[src/design/forth_cfg_pkg.sv]
package forth_cfg_pkg;

    // Data path
    localparam int word_width = 16;
    typedef logic [word_width-1:0] word_t;

    // Program memory, byte addressed
    localparam int rom_addr_width = 8;
    typedef logic [rom_addr_width-1:0] rom_addr_t;
    typedef logic [7:0] byte_t;

    // Entries per stack
    localparam int data_stack_depth = 64;
    localparam int call_stack_depth = 32;

    // Only the low rom_addr_width bits reach the program memory
    typedef logic [15:0] pc_t;

endpackage

[src/design/forth_program_rom.sv]
`timescale 1ns/10ps

module forth_program_rom (
    input  logic                      clk,
    input  logic                      load_en,
    input  forth_cfg_pkg::rom_addr_t  load_addr,
    input  forth_cfg_pkg::byte_t      load_data,
    input  forth_cfg_pkg::pc_t        pc,
    output forth_cfg_pkg::byte_t      op_byte,
    output forth_cfg_pkg::byte_t      imm_lo,
    output forth_cfg_pkg::byte_t      imm_hi
);

    forth_cfg_pkg::byte_t mem [2**forth_cfg_pkg::rom_addr_width];

    forth_cfg_pkg::rom_addr_t op_addr;
    forth_cfg_pkg::rom_addr_t lo_addr;
    forth_cfg_pkg::rom_addr_t hi_addr;

    assign op_addr = pc[forth_cfg_pkg::rom_addr_width-1:0];
    assign lo_addr = op_addr + forth_cfg_pkg::rom_addr_t'(1);
    assign hi_addr = op_addr + forth_cfg_pkg::rom_addr_t'(2);

    always_ff @(posedge clk) begin
        if (load_en)
            mem[load_addr] <= load_data;
    end

    // Immediate is stored low byte first, addresses wrap at the top
    assign op_byte = mem[op_addr];
    assign imm_lo  = mem[lo_addr];
    assign imm_hi  = mem[hi_addr];

endmodule

[config.mk]
export PLATFORM = sky130hd
export DESIGN_NAME = forth_program_rom
export DESIGN_NICKNAME = d
export VERILOG_FILES = /design/src/design/forth_cfg_pkg.sv /design/src/design/forth_program_rom.sv
export SDC_FILE = /design/constraint.sdc
export NUM_CORES = 2
export LEC_CHECK = 0
export BUFFER_PORTS_ARGS = -buffer_cell sky130_fd_sc_hd__buf_2
export CAP_MARGIN = 30
export CORE_UTILIZATION = 35
export CTS_CLUSTER_DIAMETER = 60
export DETAILED_ROUTE_END_ITERATION = 10
export PLACE_DENSITY = 0.58
export SKIP_CTS_REPAIR_TIMING = 1
export SYNTH_ARGS = -nofsm -noshare
export SYNTH_HDL_FRONTEND = slang
export SYNTH_SLANG_ARGS = --single-unit
[constraint.sdc]
create_clock -name clk -period 4.29 [get_ports clk]
set_input_delay 0.858 -clock clk [delete_from_list [all_inputs] [get_ports clk]]
set_output_delay 0.858 -clock clk [all_outputs]
set_load 0.01 [all_outputs]
==> qor.txt <==
=================================================================================
Result of the run                                                    finished with violations
Violations in the final reports                                      negative setup slack
Largest registers                                                      mem (2048)
Die outline height                                                         568 um
Leak pwr                                                                  45.7 nW
Startpoint of the worst setup timing path                                   pc[0]
Number of H-tree levels                                                         4
Pins over their slew limit                                                      0
Sequential share of the synthesized area                                    0.548
Number of nets in the final layout                                          7,442
Core Area                                                            319,000 sq um
Largest register FFs                                                        2,048
Final cell count without fillers                                           11,800
Gpl congestion                                                               1.01
Logic pwr share                                                             0.168
Post-synth EDFFs                                                            2,048
Clock power share                                                           0.399
Clock buffers created by TritonCTS                                            230
Endpoint of the most critical setup path                                imm_hi[1]
Via count                                                                  77,300
Total Power                                                               51.0 mW
Syn_area_per_cell                                                      17.8 sq um
# rows                                                                        207
Number of DRC markers in iteration 0                                       13,300
Global-route wire length before repair                                 596,000 um
Reg power frac                                                              0.433
Fraction of registers with async set/reset                                      0
Worst Setup Slack post-DPL                                               -1.89 ns
Final critical-path share of the clock period                                1.21
Clock net sink count                                                        2,048
Syn Std Cell Area                                                    112,000 sq um
Sw Pwr                                                                    13.4 mW
Synth Flop Type                                                      sky130_fd_sc_hd__edfxtp_1
Most frequent cells in the layout                                    sky130_fd_sc_hd__edfxtp_1 (2,048), sky130_fd_sc_hd__mux4_2 (1,534), sky130_fd_sc_hd__buf_4 (1,102)
Number of buffers added on ports                                               49
Commonest non-fill, non-tap cell in the layout                       sky130_fd_sc_hd__edfxtp_1
GR Util All Layers                                                          0.263
Effective utilization at floorplan                                          0.352
Ys Warns                                                                        0
Placed Area                                                          126,000 sq um
Critical path start-end classification                               input port to output pin
Final HPWL DP                                                          309,000 um
CP Data Required Time                                                     3.43 ns
Worst vdd rail ir drop                                                     346 uV
Synthesized instance count                                                  6,301
Setup crit start kind                                                  input port
Width of the chip                                                          568 um
Number of ports placed on the die boundary                                     58
Number of antenna violations at the first check in global routing              28
Switching power share of the total                                          0.264
Crit end category                                                      output pin
Clock Path Buffers                                                              4
Register with the most flip-flops                                             mem
First-pass DRT Iterations                                                       8
Internal power of the cells                                               37.5 mW
Wire length per cell after detailed routing                               37.8 um
Critical Path AT                                                          4.33 ns
Total global routing overflow                                                   0
Maximum fanout along the worst path                                            15
Type of the worst min-delay path                                     input port to register
Register clock-pin slew on the reported worst setup and hold paths        0.06 ns
Share of post-route cells with drive strength above 1                       0.465
Drc violations                                                                  0
Post-layout utilization of the core                                         0.431
Unrepaired setup endpoints after global routing                              true
Final critical-path required period                                       5.19 ns
Number of instances in the placed design                                   11,200
Detail-routed via count per cell                                             6.55
Pin slew with the least headroom to its limit                             1.39 ns
Final Setup Violations                                                         24
Routed WL                                                              445,000 um
Fmax                                                                      193 MHz
Post-route setup slack                                                  -0.902 ns
Post-route ant nets                                                             0
Max-cap check violation count                                                   0
Number of failing hold endpoints at the final stage                             0
Root Driver                                                          sky130_fd_sc_hd__clkbuf_16
Synthesis-to-finish area growth                                             22.3%
FF+latch count, synth                                                       2,048
Via count of the first global-routing pass                                 73,700
Unique masters post-synth                                                      77
Syn Nets                                                                    6,338
Maximum number of pins on one net before global-route repair                  145
Clock tree from TritonCTS                                                   built
Slew HR                                                                    0.0729
Pwr/cell area                                                         371 nW/um^2
Die area                                                             323,000 sq um
Finished Cell Area                                                   137,000 sq um
=================================================================================
-- how the worst min path moves through the flow --
stage / endpoint / start / slack [ns] / cells past startpoint
2_1_floorplan: mem[0][0]$_DFFE_PP_ / load_data[0] / 0.96 / 0
3_3_place_gp: mem[124][2]$_DFFE_PP_ / load_addr[0] / 1.35 / 2
3_5_place_dp: mem[124][2]$_DFFE_PP_ / load_addr[0] / 1.36 / 2
4_1_cts: mem[66][6]$_DFFE_PP_ / load_data[6] / 0.38 / 1
5_1_grt: mem[71][6]$_DFFE_PP_ / load_data[6] / 0.42 / 1
6_report: mem[75][6]$_DFFE_PP_ / load_data[6] / 0.42 / 1
-- metrics by stage --
step | hold WS (ns) | setup TNS (ns)
after detailed placement | 1.36 | -26.30
after global routing | 0.423 | -16.78
after global placement | 1.35 | -26.91
after floorplan | 0.957 | 0
after CTS | 0.376 | -26.54
final | 0.417 | -17.06
-- routing by layer --
layer | global-route usage | share of wire | vias to the layer above
li1 | - | - | 29300
met1 | 0.342 | 0.35 | 40700
met2 | 0.400 | 0.45 | 6117
met3 | 0.0728 | 0.13 | 1113
met4 | 0.142 | 0.065 | 6
met5 | 0 | 0.000085 | -
-- power groups by stage --
stage | clock (mW) | sequential [mW] | combinational, mW
floorplan | 0 | 22.5 | 3.98
global placement | 0 | 22.5 | 7.68
detailed placement | 0 | 22.5 | 7.71
CTS | 20.5 | 22.1 | 7.74
global route | 21.2 | 22.1 | 8.69
finish | 20.3 | 22.1 | 8.56
-- final cells by class --
type                    count  area [sq um]
multi-input cells        3684         48600
well taps                4180          5230
fillers                 27600        181000
repair buffers           1432         14200
flip-flops and latches   2048         61500
diodes                     21          52.6
inverters                   9          51.3
clock inverters           149          1700
clock buffers             272          5910
-- synth_stat cells (19+ instances only) --
| cell type | n | area (sq um) |
|---|---|---|
| sky130_fd_sc_hd__edfxtp_1 | 2048 | 61500 |
| sky130_fd_sc_hd__mux4_2 | 1534 | 34500 |
| sky130_fd_sc_hd__nand2_1 | 549 | 2060 |
| sky130_fd_sc_hd__mux2i_1 | 359 | 3590 |
| sky130_fd_sc_hd__nor2_1 | 358 | 1340 |
| sky130_fd_sc_hd__clkbuf_1 | 218 | 818 |
| sky130_fd_sc_hd__nand3_1 | 144 | 721 |
| sky130_fd_sc_hd__buf_2 | 136 | 681 |
| sky130_fd_sc_hd__a21oi_1 | 95 | 475 |
| sky130_fd_sc_hd__o21ai_0 | 89 | 445 |
| sky130_fd_sc_hd__buf_4 | 80 | 601 |
| sky130_fd_sc_hd__buf_6 | 63 | 709 |
| sky130_fd_sc_hd__buf_1 | 48 | 180 |
| sky130_fd_sc_hd__a31oi_1 | 45 | 282 |
| sky130_fd_sc_hd__a32oi_1 | 39 | 342 |
| sky130_fd_sc_hd__mux2_2 | 38 | 428 |
| sky130_fd_sc_hd__nor3_1 | 37 | 185 |
| sky130_fd_sc_hd__o211ai_1 | 25 | 188 |
| sky130_fd_sc_hd__o22ai_1 | 23 | 144 |
| sky130_fd_sc_hd__a211oi_1 | 22 | 165 |
| sky130_fd_sc_hd__a221oi_1 | 21 | 184 |
| sky130_fd_sc_hd__nand2b_1 | 21 | 131 |
| sky130_fd_sc_hd__nand4_1 | 21 | 131 |
| sky130_fd_sc_hd__a22oi_1 | 20 | 150 |
| sky130_fd_sc_hd__nor4_1 | 20 | 125 |
| sky130_fd_sc_hd__o2111ai_1 | 19 | 166 |
-- kinds of logic (layout without fill, tap and decap cells) --
family,count (synthesis),after routing,synth area share
muxes,1931,1931,0.343
other,0,21,0
buffers and inverters,569,1862,0.0291
xor gates and xnor gates,15,15,0.00130
AOI/OAI and AO/OA,511,511,0.0319
DFF,2048,2048,0.548
and+or+nand+nor,1224,1224,0.0462
adders and majority gates,3,3,0.000334
-- critical path, cell delays in order --
cell and delay (ns):
sky130_fd_sc_hd__buf_16 0.12, sky130_fd_sc_hd__buf_16 0.18, sky130_fd_sc_hd__buf_16 0.18, sky130_fd_sc_hd__buf_16 0.20, sky130_fd_sc_hd__buf_12 0.19, sky130_fd_sc_hd__mux4_2 0.56, sky130_fd_sc_hd__mux4_2 0.49, sky130_fd_sc_hd__nand2_2 0.17
sky130_fd_sc_hd__a211o_4 0.19, sky130_fd_sc_hd__o211a_1 0.23, sky130_fd_sc_hd__nand4_1 0.42, sky130_fd_sc_hd__buf_4 0.30, sky130_fd_sc_hd__buf_2 0.13
(Power assumes the default switching activity.)
