==> src/design/forth_cfg_pkg.sv <==
package forth_cfg_pkg;

    // Data path
    localparam int word_width = 16;
    typedef logic [word_width-1:0] word_t;

    // Program memory, byte addressed
    localparam int rom_addr_width = 8;
    typedef logic [rom_addr_width-1:0] rom_addr_t;
    typedef logic [7:0] byte_t;

    // Entries per stack
    localparam int data_stack_depth = 64;
    localparam int call_stack_depth = 32;

    // Only the low rom_addr_width bits reach the program memory
    typedef logic [15:0] pc_t;

endpackage

==> src/design/forth_isa_pkg.sv <==
package forth_isa_pkg;

    // Opcodes kept from the original numbering
    localparam forth_cfg_pkg::byte_t op_push = 8'h00;
    localparam forth_cfg_pkg::byte_t op_dup  = 8'h01;
    localparam forth_cfg_pkg::byte_t op_set  = 8'h02;
    localparam forth_cfg_pkg::byte_t op_jmp  = 8'h03;
    localparam forth_cfg_pkg::byte_t op_get  = 8'h04;
    localparam forth_cfg_pkg::byte_t op_call = 8'h05;
    localparam forth_cfg_pkg::byte_t op_ret  = 8'h06;
    localparam forth_cfg_pkg::byte_t op_hlt  = 8'h08;
    localparam forth_cfg_pkg::byte_t op_br   = 8'h0A;
    localparam forth_cfg_pkg::byte_t op_br0  = 8'h0B;
    localparam forth_cfg_pkg::byte_t op_drop = 8'h0D;
    localparam forth_cfg_pkg::byte_t op_swap = 8'h0E;
    localparam forth_cfg_pkg::byte_t op_over = 8'h10;

    localparam logic [3:0] alu_group = 4'hF;   // Upper nibble of ALU opcodes

    typedef enum logic [3:0] {
        alu_add = 4'd0, alu_sub, alu_and, alu_or, alu_xor,
        alu_eq, alu_ne, alu_gt, alu_ge, alu_le, alu_lt,
        alu_shl, alu_shr
    } alu_op_t;

    typedef enum logic [1:0] {cond_always, cond_nonzero, cond_zero} br_cond_t;

    typedef enum logic [2:0] {
        stk_none, stk_push_imm, stk_dup, stk_over, stk_drop, stk_swap
    } stack_op_t;

    typedef struct packed {
        logic      has_imm;     // Two immediate bytes follow the opcode
        logic      is_branch;
        br_cond_t  br_cond;
        logic      is_call;
        logic      is_ret;
        logic      is_alu;
        stack_op_t stack_op;
        logic      mem_read;
        logic      mem_write;
        logic      halt;
        logic      illegal;
        alu_op_t   alu_op;
    } decoded_t;

endpackage

==> src/design/forth_decode.sv <==
`timescale 1ns/10ps

module forth_decode (
    input  forth_cfg_pkg::byte_t     op_byte,
    output forth_isa_pkg::decoded_t  decoded
);

    always_comb begin
        decoded = '0;
        decoded.alu_op = forth_isa_pkg::alu_op_t'(op_byte[3:0]);
        if (op_byte[7:4] == forth_isa_pkg::alu_group) begin
            // 0xFD to 0xFF have no operation
            decoded.is_alu  = (op_byte[3:0] <= 4'd12);
            decoded.illegal = (op_byte[3:0] > 4'd12);
        end else begin
            case (op_byte)
                forth_isa_pkg::op_push: begin
                    decoded.has_imm  = 1'b1;
                    decoded.stack_op = forth_isa_pkg::stk_push_imm;
                end
                forth_isa_pkg::op_dup:  decoded.stack_op = forth_isa_pkg::stk_dup;
                forth_isa_pkg::op_over: decoded.stack_op = forth_isa_pkg::stk_over;
                forth_isa_pkg::op_drop: decoded.stack_op = forth_isa_pkg::stk_drop;
                forth_isa_pkg::op_swap: decoded.stack_op = forth_isa_pkg::stk_swap;
                forth_isa_pkg::op_set:  decoded.mem_write = 1'b1;
                forth_isa_pkg::op_get:  decoded.mem_read = 1'b1;
                forth_isa_pkg::op_jmp, forth_isa_pkg::op_call: begin
                    decoded.has_imm   = 1'b1;
                    decoded.is_branch = 1'b1;
                    decoded.is_call   = (op_byte == forth_isa_pkg::op_call);
                end
                forth_isa_pkg::op_br, forth_isa_pkg::op_br0: begin
                    decoded.has_imm   = 1'b1;
                    decoded.is_branch = 1'b1;
                    decoded.br_cond   = (op_byte == forth_isa_pkg::op_br) ?
                                        forth_isa_pkg::cond_nonzero :
                                        forth_isa_pkg::cond_zero;
                end
                forth_isa_pkg::op_ret:  decoded.is_ret = 1'b1;
                forth_isa_pkg::op_hlt:  decoded.halt = 1'b1;
                default:                decoded.illegal = 1'b1;
            endcase
        end
    end

endmodule

==> config.mk <==
export PLATFORM = sky130hd
export DESIGN_NAME = forth_decode
export DESIGN_NICKNAME = d
export VERILOG_FILES = /design/src/design/forth_cfg_pkg.sv /design/src/design/forth_isa_pkg.sv /design/src/design/forth_decode.sv
export SDC_FILE = /design/constraint.sdc
export NUM_CORES = 1
export LEC_CHECK = 0
export ABC_CLOCK_PERIOD_IN_PS = 1190
export BUFFER_PORTS_ARGS = -buffer_cell sky130_fd_sc_hd__buf_2
export CELL_PAD_IN_SITES_DETAIL_PLACEMENT = 1
export CELL_PAD_IN_SITES_GLOBAL_PLACEMENT = 2
export CORE_UTILIZATION = 18
export DETAILED_ROUTE_END_ITERATION = 10
export GPL_ROUTABILITY_DRIVEN = 0
export PLACE_DENSITY_LB_ADDON = 0.1
export SYNTH_ARGS = -nofsm -noshare
export SYNTH_HDL_FRONTEND = slang
export SYNTH_SLANG_ARGS = --single-unit
==> constraint.sdc <==
create_clock -name vclk -period 1.19
set_input_delay 0.119 -clock vclk [all_inputs]
set_output_delay 0.119 -clock vclk [all_outputs]
set_load 0.1 [all_outputs]
==> summary.txt <==
Worst setup path
  – Critical Path Fanout Max: 2
  – Arr. time, crit path: 1.35 ns
  – CP startpoint: op_byte[5]
  – Slowest cell delay on critical path: between 0.5 and 0.6 ns
  – WP buf/inv: 3
  – Worst setup EP type: output pin
  – WP data required: around 1.1 ns
  – Kind of cell adding the most delay to the critical path: simple AND/OR/NAND/NOR gates
  – Setup CP Type: in -> out
  – Crit path max-delay cell type: or4_4
  – Startpoint types: primary input
  – CP most frequent cell: a211oi_4
  – Crit path cell chain: buf_6, or4_4, a211oi_4, buf_4, a211oi_4, buf_12

Finish
  – Nets: just over 100
  – Fin cells: 107
  – N_diodes: 0
  – Layout area overhead: 273%
  – Clock buffers: 0
  – FF/Latch Area: 0 sq um
  – Most frequent cells in the layout: 21 x buf_4, 20 x buf_12, 10 x buf_6
  – Layout cells sized above 1: a little under nine tenths
  – Design area: 1130 sq um
  – Sequential cell count: 0
  – Commonest non-fill, non-tap cell in the layout: buf_4
  – Filler cell count in the final layout: between 100 and 150

Logic synthesis
  – Adder-cell area share of the yosys netlist: 0%
  – Net count of the mapped netlist: 55
  – Synth Cell Area: 304 sq um
  – Register area share after synthesis: 0%
  – Xor and xnor fraction of the mapped netlist area: under 10%
  – Synth Area in Simple Gates: 49.8%
  – Largest family of logic cells by synthesized area: simple AND/OR/NAND/NOR gates
  – Average size of a mapped cell: 6.47 sq um
  – Yosys Warn Count: 0
  – Compound-Gate Fraction of Synth Area: a little over a quarter
  – Post-synthesis mux area share: 0%
  – Synth unique cells: 28
  – Post-Synthesis Cells: between 40 and 50

Detailed routing
  – Total number of vias: approximately 540
  – Antenna Nets Post-Route: 0
  – Vias per std cell: 5.01
  – DRT Pass-1 Iters: 2
  – DRC: 0
  – Drt total wl: ~1800 um
  – Initial drt markers: 1
  – Routed len/inst: 17.1 um

STA
  – Slew @ Worst Pin: roughly 0.53 ns
  – Final Cycle Share: 123%
  – Hold WS: 0.583 ns
  – Final Slew Violations: 0
  – RSZ-0062 raised after global routing: true
  – PnR worst setup slack: -0.279 ns
  – Final hold violation count: 0
  – Fmax: ~680 MHz
  – Minimum clock period: roughly 1.5 ns
  – # setup viols final: 14
  – Worst rel slew slack: 64.5%
  – TNS Setup: -2.27 ns

Floorplanning
  – Row count: 14
  – Io pins: 26
  – Die Area: roughly 1900 sq um
  – Die W: approximately 43 um
  – Initial Util: around 20%
  – Die height: between 40 and 50 um
  – Core ar.: 1540 sq um

Placement
  – Post-DP Area: a little under 1000 sq um
  – Placed insts: 102
  – Placed wire-length estimate: approximately 1200 um
  – Port-buffer cells: 26

Global route
  – Global-route wire length before repair: 2990 um
  – Antenna violations before repair: 0
  – Total gr overflow: 0
  – Tot GR Track Use: a little over a fifth
  – Vias in the first global route: approximately 600
  – Largest net degree at the start of global routing: 10

Pwr
  – Worst IR drop on VDD: 0.254 mV
  – Power Density: 332 nW/um^2
  – P_int: around 0.17 mW
  – Sw Share: 56.1%
  – Total Power: 0.376 mW
  – Comb power frac: between 90% and 100%
  – P_sw: roughly 0.21 mW
  – Leakage: about 0.43 nW
  – Clock share of power: 0%
  – Sequential power share: 0%

Min path
  – Hold Crit Class: in -> out
  – Min-delay src: op_byte[2]

Job
  – Max-cap violations: 0

Outcome
  – Status: complete, but fails checks
  – Violated checks: setup timing
==> worst min-delay path, cell delays in order <==
cell,delay (ns)
buf_6,0.08
buf_4,0.11
buf_12,0.16
==> area by class of cell <==
| cell class | instances | area [sq um] | area share (%) |
|---|---|---|---|
| inverters | 1 | 3.75 | 0.331 |
| repair buffers | 52 | 676 | 59.5 |
| multi-input cells | 38 | 435 | 38.4 |
| well taps | 16 | 20.0 | 1.76 |
==> what timing repair did <==
item | 4_1_cts | 5_1_grt
gates resized for setup | 23 | 2
setup endpoints to repair | 14 | 14
hold buffers | 0 | 0
pin swaps | 13 | 2
buffers inserted | 4 | 1
==> per-stage QoR <==
| step | utilization (%) | setup WS [ns] |
|---|---|---|
| floorplan | - | -0.876 |
| CTS | 72.3 | -0.268 |
| global placement | 63.7 | -0.296 |
| finish | 73.6 | -0.279 |
| detailed placement | 63.7 | -0.317 |
| global route | 73.6 | -0.303 |
==> cells in the mapped netlist, types with 2 or more instances <==
master	instances	share of area [%]
a21oi_1	2	3.3
nor2b_1	2	4.1
nor4_1	2	4.1
buf_4	4	9.9
nand2_1	4	4.9
or3_1	3	6.2
buf_2	3	4.9
nor2_1	6	7.4
nor3_1	2	3.3
==> path summary, 6_finish.rpt <==
path	to	slack, ns	cells after the start
max	decoded[4]	-0.28	6
min	decoded[2]	0.58	3
==> power by group through the flow <==
stage	clock, mW	combinational (mW)	sequential [mW]
after floorplan	0	0.204	0
after global placement	0	0.316	0
after detailed placement	0	0.321	0
after CTS	0	0.365	0
after global routing	0	0.391	0
final	0	0.376	0
==> logic make-up after synthesis <==
group	after synthesis
AO/OA/AOI/OAI	9
XOR/XNOR	2
buffers and inverters	9
AND/OR/NAND/NOR	27
==> routing by layer <==
| metal | wire length, um | share of wire, % | up-vias | GRT usage, % |
|---|---|---|---|---|
| li1 | - | - | 255 | - |
| met4 | 41 | 2.2 | 0 | 4.85 |
| met1 | 732 | 40 | 255 | 24.2 |
| met3 | 65 | 3.5 | 4 | 2.55 |
| met5 | 0 | 0 | - | 0 |
| met2 | 994 | 54 | 22 | 40.3 |
No activity file was read; power rests on OpenSTA's default activity.
