--- config.mk ---
export PLATFORM = sky130hd
export DESIGN_NAME = forth_execute_flat
export DESIGN_NICKNAME = d
export VERILOG_FILES = /design/src/design/forth_cfg_pkg.sv /design/src/design/forth_isa_pkg.sv /design/src/design/stack_if.sv /design/src/design/forth_execute.sv /design/src/flat_wrapper.sv
export SDC_FILE = /design/constraint.sdc
export NUM_CORES = 1
export LEC_CHECK = 0
export BUFFER_PORTS_ARGS = -buffer_cell sky130_fd_sc_hd__buf_2
export CORE_MARGIN = 8
export CORE_UTILIZATION = 60
export CTS_CLUSTER_DIAMETER = 60
export DETAILED_ROUTE_END_ITERATION = 10
export PLACE_DENSITY = 0.88
export REMOVE_ABC_BUFFERS = 1
export SETUP_SLACK_MARGIN = 0.5
export SYNTH_ARGS = -nofsm -noshare
export SYNTH_HDL_FRONTEND = slang
export SYNTH_SLANG_ARGS = --single-unit
--- constraint.sdc ---
create_clock -name clk -period 5.8 [get_ports clk]
set_input_delay 0.58 -clock clk [delete_from_list [all_inputs] [get_ports clk]]
set_output_delay 0.58 -clock clk [all_outputs]
set_load 0.005 [all_outputs]
--- src/design/forth_cfg_pkg.sv ---
package forth_cfg_pkg;

    // Data path
    localparam int word_width = 16;
    typedef logic [word_width-1:0] word_t;

    // Program memory, byte addressed
    localparam int rom_addr_width = 8;
    typedef logic [rom_addr_width-1:0] rom_addr_t;
    typedef logic [7:0] byte_t;

    // Entries per stack
    localparam int data_stack_depth = 64;
    localparam int call_stack_depth = 32;

    // Only the low rom_addr_width bits reach the program memory
    typedef logic [15:0] pc_t;

endpackage

--- src/design/forth_isa_pkg.sv ---
package forth_isa_pkg;

    // Opcodes kept from the original numbering
    localparam forth_cfg_pkg::byte_t op_push = 8'h00;
    localparam forth_cfg_pkg::byte_t op_dup  = 8'h01;
    localparam forth_cfg_pkg::byte_t op_set  = 8'h02;
    localparam forth_cfg_pkg::byte_t op_jmp  = 8'h03;
    localparam forth_cfg_pkg::byte_t op_get  = 8'h04;
    localparam forth_cfg_pkg::byte_t op_call = 8'h05;
    localparam forth_cfg_pkg::byte_t op_ret  = 8'h06;
    localparam forth_cfg_pkg::byte_t op_hlt  = 8'h08;
    localparam forth_cfg_pkg::byte_t op_br   = 8'h0A;
    localparam forth_cfg_pkg::byte_t op_br0  = 8'h0B;
    localparam forth_cfg_pkg::byte_t op_drop = 8'h0D;
    localparam forth_cfg_pkg::byte_t op_swap = 8'h0E;
    localparam forth_cfg_pkg::byte_t op_over = 8'h10;

    localparam logic [3:0] alu_group = 4'hF;   // Upper nibble of ALU opcodes

    typedef enum logic [3:0] {
        alu_add = 4'd0, alu_sub, alu_and, alu_or, alu_xor,
        alu_eq, alu_ne, alu_gt, alu_ge, alu_le, alu_lt,
        alu_shl, alu_shr
    } alu_op_t;

    typedef enum logic [1:0] {cond_always, cond_nonzero, cond_zero} br_cond_t;

    typedef enum logic [2:0] {
        stk_none, stk_push_imm, stk_dup, stk_over, stk_drop, stk_swap
    } stack_op_t;

    typedef struct packed {
        logic      has_imm;     // Two immediate bytes follow the opcode
        logic      is_branch;
        br_cond_t  br_cond;
        logic      is_call;
        logic      is_ret;
        logic      is_alu;
        stack_op_t stack_op;
        logic      mem_read;
        logic      mem_write;
        logic      halt;
        logic      illegal;
        alu_op_t   alu_op;
    } decoded_t;

endpackage

--- src/design/stack_if.sv ---
`timescale 1ns/10ps

interface stack_if #(
    parameter type payload_t = forth_cfg_pkg::word_t
) ();

    // Requests from the execute unit, one operation per cycle
    logic     push;
    logic     pop;
    logic     replace;
    payload_t wr_data;

    // State presented by the stack
    payload_t top;
    payload_t next;
    logic     empty;

    modport user (
        output push, pop, replace, wr_data,
        input  top, next, empty
    );

    modport owner (
        input  push, pop, replace, wr_data,
        output top, next, empty
    );

endinterface

--- src/design/forth_execute.sv ---
`timescale 1ns/10ps

module forth_execute (
    input  logic                     clk,
    input  logic                     nreset,
    input  forth_isa_pkg::decoded_t  decoded,
    input  forth_cfg_pkg::byte_t     imm_lo,
    input  forth_cfg_pkg::byte_t     imm_hi,
    output forth_cfg_pkg::pc_t       pc,
    stack_if.user                    dstack,
    stack_if.user                    cstack,
    output logic                     mem_valid,
    output logic                     mem_write,
    output forth_cfg_pkg::word_t     mem_address,
    output forth_cfg_pkg::word_t     mem_wdata,
    input  forth_cfg_pkg::word_t     mem_rdata,
    input  logic                     mem_ready,
    output logic                     hlt,
    output logic                     error
);

    typedef enum logic [2:0] {st_fetch, st_execute, st_imm, st_swap2, st_mem_wait} state_t;

    state_t                   state;
    forth_isa_pkg::decoded_t  dec_q;
    forth_cfg_pkg::word_t     imm_q;
    forth_cfg_pkg::word_t     swap_tmp;
    forth_cfg_pkg::word_t     opa;
    forth_cfg_pkg::word_t     opb;
    forth_cfg_pkg::word_t     alu_result;
    logic                     taken;
    logic                     uses_top;
    logic                     fault;

    // ======================================================================
    // ALU and branch condition

    assign opa = dstack.next;
    assign opb = dstack.top;

    always_comb begin
        case (dec_q.alu_op)
            forth_isa_pkg::alu_add: alu_result = opa + opb;
            forth_isa_pkg::alu_sub: alu_result = opa - opb;
            forth_isa_pkg::alu_and: alu_result = opa & opb;
            forth_isa_pkg::alu_or:  alu_result = opa | opb;
            forth_isa_pkg::alu_xor: alu_result = opa ^ opb;
            forth_isa_pkg::alu_eq:  alu_result = forth_cfg_pkg::word_t'(opa == opb);
            forth_isa_pkg::alu_ne:  alu_result = forth_cfg_pkg::word_t'(opa != opb);
            forth_isa_pkg::alu_gt:  alu_result = forth_cfg_pkg::word_t'(opa > opb);
            forth_isa_pkg::alu_ge:  alu_result = forth_cfg_pkg::word_t'(opa >= opb);
            forth_isa_pkg::alu_le:  alu_result = forth_cfg_pkg::word_t'(opa <= opb);
            forth_isa_pkg::alu_lt:  alu_result = forth_cfg_pkg::word_t'(opa < opb);
            forth_isa_pkg::alu_shl: alu_result = opa << opb;
            forth_isa_pkg::alu_shr: alu_result = opa >> opb;
            default:                alu_result = '0;
        endcase
    end

    always_comb begin
        case (dec_q.br_cond)
            forth_isa_pkg::cond_nonzero: taken = (dstack.top != '0);
            forth_isa_pkg::cond_zero:    taken = (dstack.top == '0);
            default:                     taken = 1'b1;
        endcase
    end

    // Underflow on either stack is treated like an illegal opcode
    assign uses_top = dec_q.is_alu | dec_q.mem_read | dec_q.mem_write
                    | (dec_q.is_branch & (dec_q.br_cond != forth_isa_pkg::cond_always))
                    | ((dec_q.stack_op != forth_isa_pkg::stk_none)
                       & (dec_q.stack_op != forth_isa_pkg::stk_push_imm));
    assign fault = dec_q.illegal | (uses_top & dstack.empty) | (dec_q.is_ret & cstack.empty);

    // ======================================================================
    // Stack requests

    always_comb begin
        dstack.push    = 1'b0;
        dstack.pop     = 1'b0;
        dstack.replace = 1'b0;
        dstack.wr_data = alu_result;
        cstack.push    = 1'b0;
        cstack.pop     = 1'b0;
        cstack.replace = 1'b0;
        cstack.wr_data = pc + forth_cfg_pkg::pc_t'(3);   // Return past the immediate
        case (state)
            st_execute: begin
                if (!fault && !dec_q.halt) begin
                    case (dec_q.stack_op)
                        forth_isa_pkg::stk_dup: begin
                            dstack.push    = 1'b1;
                            dstack.wr_data = dstack.top;
                        end
                        forth_isa_pkg::stk_over: begin
                            dstack.push    = 1'b1;
                            dstack.wr_data = dstack.next;
                        end
                        forth_isa_pkg::stk_drop: dstack.pop = 1'b1;
                        forth_isa_pkg::stk_swap: begin
                            dstack.pop     = 1'b1;   // Old top lands one down
                            dstack.replace = 1'b1;
                            dstack.wr_data = dstack.top;
                        end
                        default: begin
                            dstack.pop     = dec_q.is_alu | dec_q.mem_write
                                           | (dec_q.is_branch
                                              & (dec_q.br_cond != forth_isa_pkg::cond_always));
                            dstack.replace = dec_q.is_alu;
                        end
                    endcase
                    cstack.push = dec_q.is_call;
                    cstack.pop  = dec_q.is_ret;
                end
            end
            st_imm: begin
                dstack.push    = (dec_q.stack_op == forth_isa_pkg::stk_push_imm);
                dstack.wr_data = imm_q;
            end
            st_swap2: begin
                dstack.push    = 1'b1;
                dstack.wr_data = swap_tmp;
            end
            st_mem_wait: begin
                if (mem_ready) begin
                    dstack.pop     = dec_q.mem_write;   // Second pop of set
                    dstack.replace = dec_q.mem_read;
                    dstack.wr_data = mem_rdata;
                end
            end
            default: ;
        endcase
    end

    // ======================================================================
    // Sequencer

    always_ff @(posedge clk) begin
        if (!nreset) begin
            state     <= st_fetch;
            dec_q     <= '0;
            pc        <= '0;
            mem_valid <= 1'b0;
            mem_write <= 1'b0;
            hlt       <= 1'b0;
            error     <= 1'b0;
        end else begin
            case (state)
                st_fetch: begin
                    if (!hlt && !error) begin
                        dec_q <= decoded;
                        state <= st_execute;
                    end
                end
                st_execute: begin
                    state <= st_fetch;
                    if (fault) begin
                        error <= 1'b1;
                    end else if (dec_q.halt) begin
                        hlt <= 1'b1;
                    end else if (dec_q.has_imm) begin
                        if (taken)
                            state <= st_imm;
                        else
                            pc <= pc + forth_cfg_pkg::pc_t'(3);
                    end else if (dec_q.is_ret) begin
                        pc <= cstack.top;
                    end else if (dec_q.stack_op == forth_isa_pkg::stk_swap) begin
                        state <= st_swap2;
                    end else if (dec_q.mem_read || dec_q.mem_write) begin
                        mem_valid <= 1'b1;
                        mem_write <= dec_q.mem_write;
                        state     <= st_mem_wait;
                    end else begin
                        pc <= pc + forth_cfg_pkg::pc_t'(1);
                    end
                end
                st_imm: begin
                    state <= st_fetch;
                    pc    <= dec_q.is_branch ? imm_q : pc + forth_cfg_pkg::pc_t'(3);
                end
                st_swap2: begin
                    state <= st_fetch;
                    pc    <= pc + forth_cfg_pkg::pc_t'(1);
                end
                st_mem_wait: begin
                    if (mem_ready) begin
                        mem_valid <= 1'b0;
                        mem_write <= 1'b0;
                        pc        <= pc + forth_cfg_pkg::pc_t'(1);
                        state     <= st_fetch;
                    end
                end
                default: state <= st_fetch;
            endcase
        end
    end

    // Operands held for the later cycles of an instruction
    always_ff @(posedge clk) begin
        if (state == st_fetch)
            imm_q <= {imm_hi, imm_lo};
        if (state == st_execute) begin
            swap_tmp    <= dstack.next;
            mem_address <= dstack.top;
            mem_wdata   <= dstack.next;
        end
    end

endmodule

--- src/flat_wrapper.sv ---
// flat-port wrapper written by rule: the top's interface ports become plain ports
module forth_execute_flat 
  (clk, nreset, decoded, imm_lo, imm_hi, pc, mem_valid, mem_write, mem_address, mem_wdata, mem_rdata, mem_ready, hlt, error, dstack_push, dstack_pop, dstack_replace, dstack_wr_data, dstack_top, dstack_next, dstack_empty, cstack_push, cstack_pop, cstack_replace, cstack_wr_data, cstack_top, cstack_next, cstack_empty);
  stack_if dstack_i ();
  stack_if cstack_i ();
  input  logic clk;
  input  logic nreset;
  input  forth_isa_pkg::decoded_t decoded;
  input  forth_cfg_pkg::byte_t imm_lo;
  input  forth_cfg_pkg::byte_t imm_hi;
  output forth_cfg_pkg::pc_t pc;
  output logic mem_valid;
  output logic mem_write;
  output forth_cfg_pkg::word_t mem_address;
  output forth_cfg_pkg::word_t mem_wdata;
  input  forth_cfg_pkg::word_t mem_rdata;
  input  logic mem_ready;
  output logic hlt;
  output logic error;
  output wire logic [$bits(dstack_i.push)-1:0] dstack_push;
  output wire logic [$bits(dstack_i.pop)-1:0] dstack_pop;
  output wire logic [$bits(dstack_i.replace)-1:0] dstack_replace;
  output wire logic [$bits(dstack_i.wr_data)-1:0] dstack_wr_data;
  input wire logic [$bits(dstack_i.top)-1:0] dstack_top;
  input wire logic [$bits(dstack_i.next)-1:0] dstack_next;
  input wire logic [$bits(dstack_i.empty)-1:0] dstack_empty;
  output wire logic [$bits(cstack_i.push)-1:0] cstack_push;
  output wire logic [$bits(cstack_i.pop)-1:0] cstack_pop;
  output wire logic [$bits(cstack_i.replace)-1:0] cstack_replace;
  output wire logic [$bits(cstack_i.wr_data)-1:0] cstack_wr_data;
  input wire logic [$bits(cstack_i.top)-1:0] cstack_top;
  input wire logic [$bits(cstack_i.next)-1:0] cstack_next;
  input wire logic [$bits(cstack_i.empty)-1:0] cstack_empty;
  assign dstack_push = dstack_i.push;
  assign dstack_pop = dstack_i.pop;
  assign dstack_replace = dstack_i.replace;
  assign dstack_wr_data = dstack_i.wr_data;
  assign dstack_i.top = dstack_top;
  assign dstack_i.next = dstack_next;
  assign dstack_i.empty = dstack_empty;
  assign cstack_push = cstack_i.push;
  assign cstack_pop = cstack_i.pop;
  assign cstack_replace = cstack_i.replace;
  assign cstack_wr_data = cstack_i.wr_data;
  assign cstack_i.top = cstack_top;
  assign cstack_i.next = cstack_next;
  assign cstack_i.empty = cstack_empty;
  forth_execute u_core (.clk(clk), .nreset(nreset), .decoded(decoded), .imm_lo(imm_lo), .imm_hi(imm_hi), .pc(pc), .dstack(dstack_i), .cstack(cstack_i), .mem_valid(mem_valid), .mem_write(mem_write), .mem_address(mem_address), .mem_wdata(mem_wdata), .mem_rdata(mem_rdata), .mem_ready(mem_ready), .hlt(hlt), .error(error));
endmodule
==> results.tsv <==
stage	metric	value	unit
layout	multi_input_comb_area	0.00628	mm^2
route	route.detailed.drc	0	
logic_synthesis	syn_area_per_cell	8.27	um^2
setup_path	longest_individual_stage_delay_on_the_worst_path	640	ps
floorplan	design.core.area	0.0150	mm^2
timing	skew	8.15	ps
setup_path	path_max_fanout	29	
layout	layout_common_cells	buf_2 (191), nand2_1 (132), nor2_1 (90)	
route	drt.antenna.violating_nets	0	
timing	tns	0	ps
logic_synthesis	ys_dominant_reg_cell	edfxtp_1	
floorplan	dieWidth	139	um
route	post_drt_via_cell_ratio	6.88	
logic_synthesis	multiplexer_fraction_of_the_synthesized_cell_area	9.47	%
clock_network	ctsRootBufferMaster	clkbuf_16	
timing	timing.final.crit_share	81.3	%
setup_path	worstReg2RegEnd	u_core.pc[12]	
timing	setup_violations	0	
floorplan	io_pins	209	
logic_synthesis	synthXorXnorAreaFrac	3.55	%
min_path	holdCritStartpoint	imm_hi[7]	
pwr	p_leak	0.00432	uW
logic_synthesis	sequential_cell_area_fraction_in_the_yosys_report	24.8	%
route	final_routed_wirelength	32900	um
clock_network	tritoncts	done	
placed_design	gp_congestion	1.04	
global_routing	antenna_found_initial	0	
clock_network	post_cts_buffers	0	
logic_synthesis	syn_inst	1104	
clock_network	largest_buffer_count_on_any_clock_path	2	
setup_path	crit-reg2reg-launch	u_core.state[0]	
floorplan	start_util	60.7	%
route	detailedRoute.firstIterationViolations	1289	
placed_design	dp_slack	1270	ps
setup_path	arrival	4130	ps
layout	fill_cells	1275	
run_status	run_status	completed	
clock_network	ctsHtreeMaxLevel	3	
route	routedWlPerCell	23.0	um
global_routing	grt_pass1_wl	51200	um
logic_synthesis	synth_fa_ha_area_share	8.66	%
timing	fin_ws	1090	ps
flow_run	drv.max_cap_violation_count	0	
clock_network	cts_num_sinks	89	
logic_synthesis	yosys.area.top_type_share	15.8	%
setup_path	worstSetupPathType	in2out	
clock_network	clock_slew_seen_by_the_registers_of_the_worst_setup_and_hold_paths	70	ps
logic_synthesis	number_of_flops_mapped_to_enable_cells_by_yosys	48	
global_routing	grt_start_max_net_pins	43	
layout	register_area	0.00226	mm^2
placed_design	place.port_buffers	191	
setup_path	cpMaxStageDelayCell	a2111oi_0	
logic_synthesis	synth_seq_cells	89	
min_path	hold_path_class	in2reg	
layout	num-nets-final	1414	
setup_path	crit_path_end_kind	output pin	
setup_path	r2r_cells	5	
setup_path	cp.required	5220	ps
clock_network	clk-insertion-delay-late	350	ps
timing	hold_viol	0	
floorplan	std_cell_rows	45	
global_routing	gr-usage-all-layers	32.7	%
setup_path	worst_setup_path_start_kind	input port	
min_path	hold_path_depth	1	
logic_synthesis	main_combinational_cell_family_by_area_after_synthesis	compound AO/OA/AOI/OAI gates	
setup_path	rrSetupSlack	2380	ps
floorplan	die_height	139	um
logic_synthesis	synth.lib_cells_used.distinct	85	
timing	worst_slew_margin_rel	16.0	%
clock_network	cts_hold_buf	0	
global_routing	first_global_vias	9351	
logic_synthesis	post-synth-top-area-cell	edfxtp_1	
logic_synthesis	syn_area	0.00913	mm^2
layout	num_antenna_cells	0	
timing	grt_setup_unrepaired	no	
route	dr_total_vias	9813	
pwr	power_density	265	mW/mm^2
logic_synthesis	netlist_top_cells_area	edfxtp_1 (16%), dfxtp_1 (9.0%), ha_1 (8.2%)	
logic_synthesis	share_of_the_synthesized_area_in_compound_gates_ao_oa_aoi_oai	27.6	%
timing	whs	411	ps
timing	finalWorstPathRequiredPeriod	4710	ps
route	drt_pre_antenna_iters	6	
logic_synthesis	synthesis.yosys.warnings	0	
layout	drive_above_1_share	22.1	%
timing	timing.final.max_slew_violations	0	
timing	tightest_slew	1250	ps
clock_network	cts_buffers	9	
logic_synthesis	synthArstFlopShare	0	%
layout	syn2layout_area_growth	12.6	%
floorplan	floorplan.die_area	0.0194	mm^2
logic_synthesis	post_synth_and_or_nand_nor_area_fraction	19.4	%
clock_network	cts.repair.resized	0	
placed_design	dp_hpwl	24600	um
setup_path	cp_cell_sequence	buf_2 > clkinv_1 > ha_1 > nor3_1 > a2111oi_2 > o21ai_1 > a31oi_1 > xor2_1 > a2111oi_0 > o21ai_1 > buf_2	
global_routing	grt.overflow.total	0	
layout	layout.cells.most_common	buf_2	
min_path	min_delay_worst_endpoint	u_core.imm_q[15]	
timing	timing.fmax	0.212	GHz
pwr	worst_ir_drop_vdd	150	uV
## synthesized netlist by cell type (all sizes together) (12+ instances only)
master,n
xor2,16
edfxtp,48
a222oi,19
a21boi,30
nor2,91
inv,51
ha,60
a22o,18
mux2i,29
xnor2,21
nand3,18
a22oi,16
mux2,23
nor3,22
nand2b,12
a221oi,17
clkbuf,44
dfxtp,41
mux4,14
nor2b,16
o22ai,12
o21ai,79
buf,38
a21oi,58
nand2,132
## cell type report
type                       count  share of cell area, %
multi-input combinational    881                   61.1
sequential                    89                   22.0
clock inverter                 6                  0.499
tap                          188                   2.29
inverter                      52                   1.90
timing repair buffer         200                   9.96
clock buffer                  10                   2.23
## logic make-up after synthesis
group	after synthesis
and+or+nand+nor	362
AOI/OAI and AO/OA	353
buffers and inverters	134
DFF	89
muxes	66
adders and majority gates	62
xor gates and xnor gates	37
other	1
## flip-flops by register name, indices dropped and copies added, names as in the netlist
| register | cells |
|---|---|
| u_core.mem_write | 1 |
| u_core.mem_wdata | 16 |
| u_core.dec_q | 18 |
| u_core.hlt | 1 |
| u_core.pc | 16 |
| u_core.error | 1 |
| u_core.mem_address | 16 |
| u_core.mem_valid | 1 |
| u_core.state | 3 |
| u_core.imm_q | 16 |
## routing by layer
layer / vias up / track usage [%] / routed length [um]
met5: - / 0 / 0
met4: 0 / 17.5 / 1660
met3: 131 / 7.18 / 4150
met2: 728 / 52.1 / 14900
met1: 4572 / 40.7 / 12100
li1: 4382 / - / -
## power breakdown
group          leakage [uW]  internal (uW)  switching (uW)
logic               0.00339            484             729
registers          0.000799            790             159
clock network      0.000134            296             262
total               0.00432           1570            1150
## critical path, delay by kind of cell
| family | cells | cell delay [ps] |
|---|---|---|
| AO/OA/AOI/OAI | 5 | 1940 |
| XOR/XNOR | 1 | 120 |
| adder cells (fa/ha/maj) | 1 | 490 |
| buffers and inverters | 3 | 870 |
| AND/OR/NAND/NOR | 1 | 120 |
## how the worst max path moves through the flow
stage / start / to
after global routing: dstack_top[2] / dstack_wr_data[0]
final: dstack_top[2] / dstack_wr_data[11]
after CTS: dstack_top[2] / dstack_wr_data[11]
after floorplan: dstack_top[2] / dstack_wr_data[9]
after detailed placement: dstack_top[2] / dstack_wr_data[11]
after global placement: dstack_top[2] / dstack_wr_data[0]
## per-stage QoR
stage / utilization [%] / power, uW / std cells / cell area, um^2
after floorplan: - / 1630 / 1022 / 8730
after global placement: 66.5 / 2100 / 1410 / 10000
after detailed placement: 66.5 / 2130 / 1410 / 10000
after CTS: 68.4 / 2680 / 1426 / 10300
after global routing: 68.4 / 2850 / 1426 / 10300
final: 68.4 / 2720 / 1426 / 10300
(Power assumes the default switching activity.)
